### src/design/elink_pkg.sv
// shared types and constants for the elink transmit front end
// every design and bench file pulls these in with a wildcard import
package elink_pkg;

   // ########################################################################
   // mesh packet
   // ########################################################################

   // 104 bit mesh packet, msb first as it sits on the write port
   typedef struct packed {
      logic        write;     // 1 = write, 0 = read
      logic [1:0]  datamode;  // transfer size code
      logic [4:0]  ctrlmode;  // routing / special ops
      logic [31:0] dstaddr;   // target address
      logic [31:0] data;      // write data (or low word)
      logic [31:0] srcaddr;   // return address for reads
   } emesh_packet_t;

   // ########################################################################
   // configuration register map
   // ########################################################################

   // register index lives in dstaddr[RFAW+1:2]
   // indices above reg_chipid are not config registers
   typedef enum logic [1:0] {
      reg_reset  = 2'd0,  // bit0 tx soft reset, bit1 rx soft reset
      reg_clk    = 2'd1,  // clock config word for the pll
      reg_chipid = 2'd2   // 12 bit chip id
   } cfg_reg_e;

   // address group, dstaddr[10:8], that selects the config block
   localparam logic [2:0] cfg_group = 3'd2;

   // clock word after por: all clocks on, lowest speed
   localparam logic [15:0] clk_config_default = 16'h0573;

   // ########################################################################
   // link controller
   // ########################################################################

   // four-phase req/ack sequencing
   typedef enum logic [1:0] {
      ls_idle         = 2'd0,  // waiting for a queued packet
      ls_req          = 2'd1,  // tx_req high, waiting for ack rise
      ls_wait_ack_low = 2'd2   // req dropped, waiting for ack fall
   } link_state_e;

   // a fourth encoding is unused; fsm recovers to ls_idle
   // packet width follows from the struct
   // 1 + 2 + 5 + 32 + 32 + 32 = 104

endpackage

### src/design/elink_cfg.sv
// configuration decode for the transmit write port
// catches writes to the link's own registers, forwards everything else
// holds soft resets, clock word and chip id
`timescale 1ns/100ps

module elink_cfg
   import elink_pkg::*;
#(
   parameter logic [11:0] ID             = 12'h000, // this link's mesh id
   parameter logic [11:0] DEFAULT_CHIPID = 12'h808, // chip id after por
   parameter int          RFAW           = 6        // register address width
) (
   input  logic          clk,
   input  logic          por_reset,       // hard reset, async
   input  logic          txwr_access,     // write port valid
   input  emesh_packet_t txwr_packet,     // write port packet
   input  logic          txwr_wait,       // queue full, nothing accepted
   output logic          fwd_valid,       // push to tx queue
   output emesh_packet_t fwd_packet,      // packet for tx queue
   output logic          etx_soft_reset,  // tx soft reset (level)
   output logic          erx_soft_reset,  // rx soft reset (level)
   output logic [15:0]   clk_config,      // clock settings for pll
   output logic [11:0]   chipid           // chip id, full 12 bits
);

   logic            accept;     // handshake completes this edge
   logic            cfg_hit;    // accepted write into config space
   logic [RFAW-1:0] reg_index;  // register index from address
   logic            reset_wr;
   logic            clk_wr;
   logic            chipid_wr;
   logic            cfg_write;  // any of the three registers
   logic [1:0]      reset_reg;
   logic [15:0]     clk_reg;
   logic [11:0]     chipid_reg;

   // ########################################################################
   // address decode
   // ########################################################################

   assign accept    = txwr_access & ~txwr_wait;
   assign reg_index = txwr_packet.dstaddr[RFAW+1:2];

   // id in the top 12 bits, group in 10:8, writes only
   assign cfg_hit = accept & txwr_packet.write &
                    (txwr_packet.dstaddr[31:20] == ID) &
                    (txwr_packet.dstaddr[10:8] == cfg_group);

   // per register write strobes
   assign reset_wr  = cfg_hit & (reg_index == RFAW'(reg_reset));
   assign clk_wr    = cfg_hit & (reg_index == RFAW'(reg_clk));
   assign chipid_wr = cfg_hit & (reg_index == RFAW'(reg_chipid));

   assign cfg_write = reset_wr | clk_wr | chipid_wr;

   // ########################################################################
   // forward filter
   // ########################################################################

   // reads to config space and unknown indices still go out
   assign fwd_valid  = accept & ~cfg_write;
   assign fwd_packet = txwr_packet;  // forwarded untouched

   // ########################################################################
   // registers
   // ########################################################################

   // soft reset pair
   always_ff @(posedge clk or posedge por_reset) begin
      if (por_reset) begin
         reset_reg <= 2'b00;
      end else if (reset_wr) begin
         reset_reg <= txwr_packet.data[1:0];
      end
   end

   // clock word, consumed by the pll outside this block
   always_ff @(posedge clk or posedge por_reset) begin
      if (por_reset) begin
         clk_reg <= clk_config_default;
      end else if (clk_wr) begin
         clk_reg <= txwr_packet.data[15:0];
      end
   end

   // chip id
   always_ff @(posedge clk or posedge por_reset) begin
      if (por_reset) begin
         chipid_reg <= DEFAULT_CHIPID;
      end else if (chipid_wr) begin
         chipid_reg <= txwr_packet.data[11:0];
      end
   end

   assign etx_soft_reset = reset_reg[0];
   assign erx_soft_reset = reset_reg[1];
   assign clk_config     = clk_reg;
   assign chipid         = chipid_reg;  // all 12 bits presented

endmodule

### src/design/tx_fifo.sv
// transmit packet queue between the config filter and the link controller
// circular buffer, single clock, head visible one cycle after push
// flush empties it and blocks pushes while high
`timescale 1ns/100ps

module tx_fifo
   import elink_pkg::*;
#(
   parameter int DEPTH = 8  // entries, power of two
) (
   input  logic          clk,
   input  logic          por_reset,    // hard reset, async
   input  logic          flush,        // tx soft reset
   input  logic          push,         // write a packet
   input  emesh_packet_t push_packet,
   input  logic          pop,          // drop the head entry
   output emesh_packet_t head_packet,  // oldest entry
   output logic          not_empty,
   output logic          full          // becomes txwr_wait
);

   // pointer and count widths
   localparam int AW = (DEPTH > 1) ? $clog2(DEPTH) : 1;
   localparam int CW = $clog2(DEPTH + 1);

   emesh_packet_t mem [DEPTH];  // storage, no reset

   logic [AW-1:0] wr_ptr;
   logic [AW-1:0] rd_ptr;
   logic [CW-1:0] count;   // occupancy 0..DEPTH
   logic          do_push;
   logic          do_pop;

   // ########################################################################
   // qualified strobes
   // ########################################################################

   assign do_push = push & ~full & ~flush;     // overflow guard
   assign do_pop  = pop & not_empty & ~flush;  // underflow guard

   // ########################################################################
   // storage
   // ########################################################################

   always_ff @(posedge clk) begin
      if (do_push) begin
         mem[wr_ptr] <= push_packet;
      end
   end

   assign head_packet = mem[rd_ptr];

   // ########################################################################
   // pointers and count
   // ########################################################################

   always_ff @(posedge clk or posedge por_reset) begin
      if (por_reset) begin
         wr_ptr <= '0;
         rd_ptr <= '0;
         count  <= '0;
      end else if (flush) begin
         wr_ptr <= '0;  // drop everything
         rd_ptr <= '0;
         count  <= '0;
      end else begin
         if (do_push) begin
            wr_ptr <= wr_ptr + 1'b1;  // wraps, depth is 2^n
         end
         if (do_pop) begin
            rd_ptr <= rd_ptr + 1'b1;
         end
         case ({do_push, do_pop})
            2'b10:   count <= count + 1'b1;
            2'b01:   count <= count - 1'b1;
            default: count <= count;  // idle or push+pop
         endcase
      end
   end

   // status flags
   assign not_empty = (count != '0);
   assign full      = (count == CW'(DEPTH));

endmodule

### src/design/tx_link_ctrl.sv
// link controller on the physical side of the transmit queue
// pops one packet at a time and hands it over a four-phase req/ack
// hold stops new transfers, a running one always completes
`timescale 1ns/100ps

module tx_link_ctrl
   import elink_pkg::*;
(
   input  logic          clk,
   input  logic          por_reset,    // hard reset, async
   input  logic          hold,         // tx soft reset, blocks new starts
   input  logic          not_empty,    // queue has a packet
   input  emesh_packet_t head_packet,  // queue head
   output logic          pop,          // one cycle, loads the head
   output logic          tx_req,       // four-phase request
   output emesh_packet_t tx_packet,    // stable while req/ack busy
   input  logic          tx_ack        // four-phase acknowledge
);

   link_state_e state;
   link_state_e state_nxt;
   logic        start;  // begin a new transfer this cycle

   // ########################################################################
   // start condition
   // ########################################################################

   // only from idle, never with ack still high from the peer
   assign start = (state == ls_idle) & not_empty & ~hold & ~tx_ack;
   assign pop   = start;

   // ########################################################################
   // next state
   // ########################################################################

   always_comb begin
      state_nxt = state;
      case (state)
         ls_idle: begin
            if (start) begin
               state_nxt = ls_req;  // req rises next cycle
            end
         end
         ls_req: begin
            // phase 2 seen, drop req
            if (tx_ack) begin
               state_nxt = ls_wait_ack_low;
            end
         end
         ls_wait_ack_low: begin
            // phase 4 seen, link free again
            if (!tx_ack) begin
               state_nxt = ls_idle;
            end
         end
         default: begin
            state_nxt = ls_idle;  // unused encoding
         end
      endcase
   end

   // ########################################################################
   // state and output registers
   // ########################################################################

   always_ff @(posedge clk or posedge por_reset) begin
      if (por_reset) begin
         state <= ls_idle;
      end else begin
         state <= state_nxt;
      end
   end

   // payload register, loaded only on pop
   // held through ls_req and ls_wait_ack_low
   always_ff @(posedge clk) begin
      if (start) begin
         tx_packet <= head_packet;
      end
   end

   // req is high for the whole of ls_req only
   assign tx_req = (state == ls_req);

endmodule

### src/design/elink_tx_top.sv
// transmit front end of the chip-to-chip link
// write port -> config filter -> packet queue -> four-phase link controller
// sets the parameters for all three blocks
`timescale 1ns/100ps

module elink_tx_top
   import elink_pkg::*;
#(
   parameter logic [11:0] ID             = 12'h000,
   parameter logic [11:0] DEFAULT_CHIPID = 12'h808,
   parameter int          RFAW           = 6,
   parameter int          DEPTH          = 8   // queue entries, power of two
) (
   input  logic          clk,
   input  logic          por_reset,
   input  logic          txwr_access,    // write port
   input  emesh_packet_t txwr_packet,
   output logic          txwr_wait,      // queue full
   output logic          tx_req,         // physical side
   output emesh_packet_t tx_packet,
   input  logic          tx_ack,
   output logic          etx_soft_reset,
   output logic          erx_soft_reset,
   output logic [15:0]   clk_config,
   output logic [11:0]   chipid
);

   logic          fwd_valid;    // cfg -> queue
   emesh_packet_t fwd_packet;
   emesh_packet_t head_packet;  // queue -> controller
   logic          not_empty;
   logic          pop;

   elink_cfg #(
      .ID             (ID),
      .DEFAULT_CHIPID (DEFAULT_CHIPID),
      .RFAW           (RFAW)
   ) u_cfg (
      .clk            (clk),
      .por_reset      (por_reset),
      .txwr_access    (txwr_access),
      .txwr_packet    (txwr_packet),
      .txwr_wait      (txwr_wait),
      .fwd_valid      (fwd_valid),
      .fwd_packet     (fwd_packet),
      .etx_soft_reset (etx_soft_reset),
      .erx_soft_reset (erx_soft_reset),
      .clk_config     (clk_config),
      .chipid         (chipid)
   );

   // tx soft reset flushes the queue
   tx_fifo #(
      .DEPTH       (DEPTH)
   ) u_fifo (
      .clk         (clk),
      .por_reset   (por_reset),
      .flush       (etx_soft_reset),
      .push        (fwd_valid),
      .push_packet (fwd_packet),
      .pop         (pop),
      .head_packet (head_packet),
      .not_empty   (not_empty),
      .full        (txwr_wait)
   );

   // and stalls new transfers
   tx_link_ctrl u_link (
      .clk         (clk),
      .por_reset   (por_reset),
      .hold        (etx_soft_reset),
      .not_empty   (not_empty),
      .head_packet (head_packet),
      .pop         (pop),
      .tx_req      (tx_req),
      .tx_packet   (tx_packet),
      .tx_ack      (tx_ack)
   );

endmodule

### config.mk
export PLATFORM = sky130hd
export DESIGN_NAME = elink_tx_top
export DESIGN_NICKNAME = d
export VERILOG_FILES = /design/src/design/elink_pkg.sv /design/src/design/elink_cfg.sv /design/src/design/tx_fifo.sv /design/src/design/tx_link_ctrl.sv /design/src/design/elink_tx_top.sv
export SDC_FILE = /design/constraint.sdc
export NUM_CORES = 1
export LEC_CHECK = 0
export BUFFER_PORTS_ARGS = -buffer_cell sky130_fd_sc_hd__buf_2
export CORE_ASPECT_RATIO = 1.1
export CORE_UTILIZATION = 32
export DETAILED_ROUTE_END_ITERATION = 8
export HOLD_SLACK_MARGIN = 0.12
export PLACE_DENSITY_LB_ADDON = 0.12
export REMOVE_ABC_BUFFERS = 1
export SLEW_MARGIN = 20
export SYNTH_ARGS = -nofsm -noshare
export SYNTH_HDL_FRONTEND = slang
export SYNTH_SLANG_ARGS = --single-unit
### constraint.sdc
create_clock -name clk -period 27.7 [get_ports clk]
set_input_delay 5.54 -clock clk [delete_from_list [all_inputs] [get_ports clk]]
set_output_delay 5.54 -clock clk [all_outputs]
set_load 0.03 [all_outputs]
==> flow_summary_export.csv <==
group,metric,value,unit
power_and_ir_drop,p_seq_share,44.7,%
logic_synthesis,synth_cells,1459,
logic_synthesis,synth_top_area_share,77.4,%
routing,remaining_drc_errors,0,
clock_tree,cts_inserted_buffers,104,
sta,rsz0062_at_grt,"false",
floorplan,core,112000,sq um
setup_path,startpoint_type,"primary input",
grt,grt_max_degree,129,
clock_tree,post-cts-setup-buffer-count,0,
power_and_ir_drop,p_clk_share,32.2,%
setup_path,cp-startpoint,"txwr_packet[87]",
logic_synthesis,synth_largest_area_cell,"edfxtp_1",
clock_tree,post_cts_resized,0,
setup_path,path_class,"primary input to register",
floorplan,initial_core_util,32.3,%
min_path,min_from,"u_link.state[1]",
logic_synthesis,synth_area,36300,sq um
logic_synthesis,synth-edff-count,936,
sta,slew_headroom,33.1,%
clock_tree,h-tree-depth,3,
clock_tree,clk_path_buf_depth,3,
sta,finalCritPeriodShare,31.2,%
power_and_ir_drop,pwr-share-comb,23.1,%
power_and_ir_drop,vdd_drop_max,0.0638,mV
clock_tree,clock_sinks,978,
logic_synthesis,ys_top_cells_by_area,"edfxtp_1 77%, mux4_2 13%, mux2_2 3.6%, dfrtp_1 2.3%, mux2_4 0.83%",
sta,drv_slew,0,
status,status,"completed",
sta,setup_tns,0,ps
logic_synthesis,yosysSeqAreaShare,80.3,%
placement,routabilityCongestion,0.693,
sta,finalHoldViolCount,0,
power_and_ir_drop,power.density,104,nW/um^2
finish,nets,1888,
grt,grt_antenna_before_repair,29,
routing,num_vias,15800,
logic_synthesis,ys_types,46,
routing,drt_wl_total,82.3,mm
power_and_ir_drop,power,4.48,mW
finish,post-route-util,38.3,%
grt,overflow,0,
clock_tree,cts_tree,"yes",
routing,drt_iter0_drc,1054,
floorplan,ios,244,
sta,fin_crit,8640,ps
placement,hpwl,46.2,mm
logic_synthesis,synth_warnings,0,
floorplan,row_count,129,
power_and_ir_drop,switching_share,27.9,%
setup_path,critPathArrivalTime,8930,ps
grt,grt_pass1_vias,17300,
grt,grt_pass1_wl,120,mm
grt,grt_usage,14.5,%
clock_tree,clk_pin_slew_worst_paths,50,ps
finish,fillers,10100,
flow_run,maxCapViolCount,0,
sta,skew,24.5,ps
power_and_ir_drop,p_switching,1.25,mW
setup_path,r2r_start,"u_fifo.count[1]",
logic_synthesis,ys_seq_elements,978,
finish,drive_gt1_share,43.4,%
setup_path,path_max_fanout,52,
power_and_ir_drop,leakagePower,14.1,nW
routing,wire_per_inst,24.4,um
clock_tree,cts-root-buf,"clkbuf_16",
sta,worst_slew_pin_slew,1000,ps
floorplan,die_x,323,um
clock_tree,clk_latency,680,ps
routing,drtAntennaViolNets,0,
routing,via_per_inst,4.70,
sta,setup_viol,0,
finish,top_register,"u_fifo.mem",
floorplan,die_area,115000,sq um
placement,portBuffers,243,
power_and_ir_drop,p_int,3.23,mW
routing,firstDrtPassIters,5,
setup_path,crit_required,27980,ps
floorplan,die_h,355,um
finish,largest_reg_flops,832,
logic_synthesis,syn_area_per_cell,24.9,sq um
finish,syn2layout_area_growth,18.6,%
setup_path,endpoint_kind,"register",
logic_synthesis,synthFlopType,"edfxtp_1",
min_path,min_path_type,"register to register",
sta,fmax,116,MHz
logic_synthesis,async_flop_share,4.29,%
clock_tree,holdBufCountCts,0,
path summary, 6_finish.rpt:
| kind | to | depth (start not counted) | slack, ps |
|---|---|---|---|
| min in group asynchronous | u_cfg.clk_config[12] | 3 | 4990 |
| max | u_fifo.mem[7][18] | 8 | 19060 |
| min | u_link.state[0] | 1 | 470 |
| max in group asynchronous | u_fifo.rd_ptr[1] | 3 | 22190 |
| max reg2reg | u_fifo.mem[7][18] | 7 | 23740 |
| min reg2reg | u_link.state[0] | 1 | 470 |
cell families after synthesis:
group	share of synthesized area [%]
AO/OA/AOI/OAI	0.176
XOR/XNOR	0.141
adder cells (fa/ha/maj)	0.193
buffers and inverters	0.803
flip-flops	80.3
multiplexers	17.4
AND/OR/NAND/NOR	0.975
power by group through the flow:
| stage | clock network (mW) | logic [mW] | registers, mW |
|---|---|---|---|
| 6_report | 1.44 | 1.04 | 2.00 |
| 5_1_grt | 1.54 | 1.12 | 2.03 |
| 4_1_cts | 1.49 | 1.08 | 2.01 |
| 3_5_place_dp | 0 | 1.07 | 2.04 |
| 3_3_place_gp | 0 | 1.08 | 2.03 |
| 2_1_floorplan | 0 | 0.718 | 2.21 |
per-layer routing:
layer	up-vias	routed length (um)	GRT usage (%)
li1	6838	-	-
met1	8463	36400	19.7
met2	371	39900	23.3
met3	140	4330	3.28
met4	16	1640	3.82
met5	-	90	0
placed cells by master, fill, tap and decap left out, types with 9 or more instances in the layout:
cell type	count
edfxtp_1	936
clkbuf_1	18
dfrtp_1	30
bufinv_16	18
clkbuf_16	104
mux2_2	116
mux4_2	208
dfstp_2	9
buf_2	243
clkinv_1	14
clkinv_2	21
mux2_4	20
buf_4	24
nor2_1	12
final cells by class:
type | instances | area (sq um) | area share, %
Clock buffer | 123 | 2680 | 6.23
Inverter | 1 | 3.75 | 0.00872
Timing Repair Buffer | 272 | 1500 | 3.47
Clock inverter | 67 | 890 | 2.07
Sequential cell | 978 | 29200 | 67.8
Multi-Input combinational cell | 418 | 6910 | 16.1
Antenna cell | 4 | 10.0 | 0.0232
Tap cell | 1506 | 1880 | 4.38
synthesized netlist by cell type, types with 2 or more instances:
cell type  instances
mux2_2           116
nor3_1             5
and2_1             2
dfstp_2            9
dfrtp_1           33
nor4_1             4
buf_2             25
mux2i_1            3
nand2_1            8
buf_1              6
edfxtp_1         936
ha_1               4
mux2_4            20
clkbuf_1          29
nor2_1            14
nor2b_1            5
and3b_1            2
xor2_1             2
xnor2_1            2
mux4_2           208
worst max-delay path, stage by stage:
cell and delay (ps):
buf_2 180, nor4_1 140, and3_2 300, a31oi_4 360, nand2_1 280, nor2_4 470, buf_4 700, buf_4 840
per-stage QoR:
step,worst slack (ps),hold WS (ps),cell area (sq um),std cells
after floorplan,10760,448,36000,1397
after global placement,18260,459,39400,3174
after global routing,18840,492,43100,3366
after detailed placement,18250,472,39400,3174
final,19060,472,43100,3369
after CTS,18980,477,43000,3364
Power figures use the tool's default switching activity.
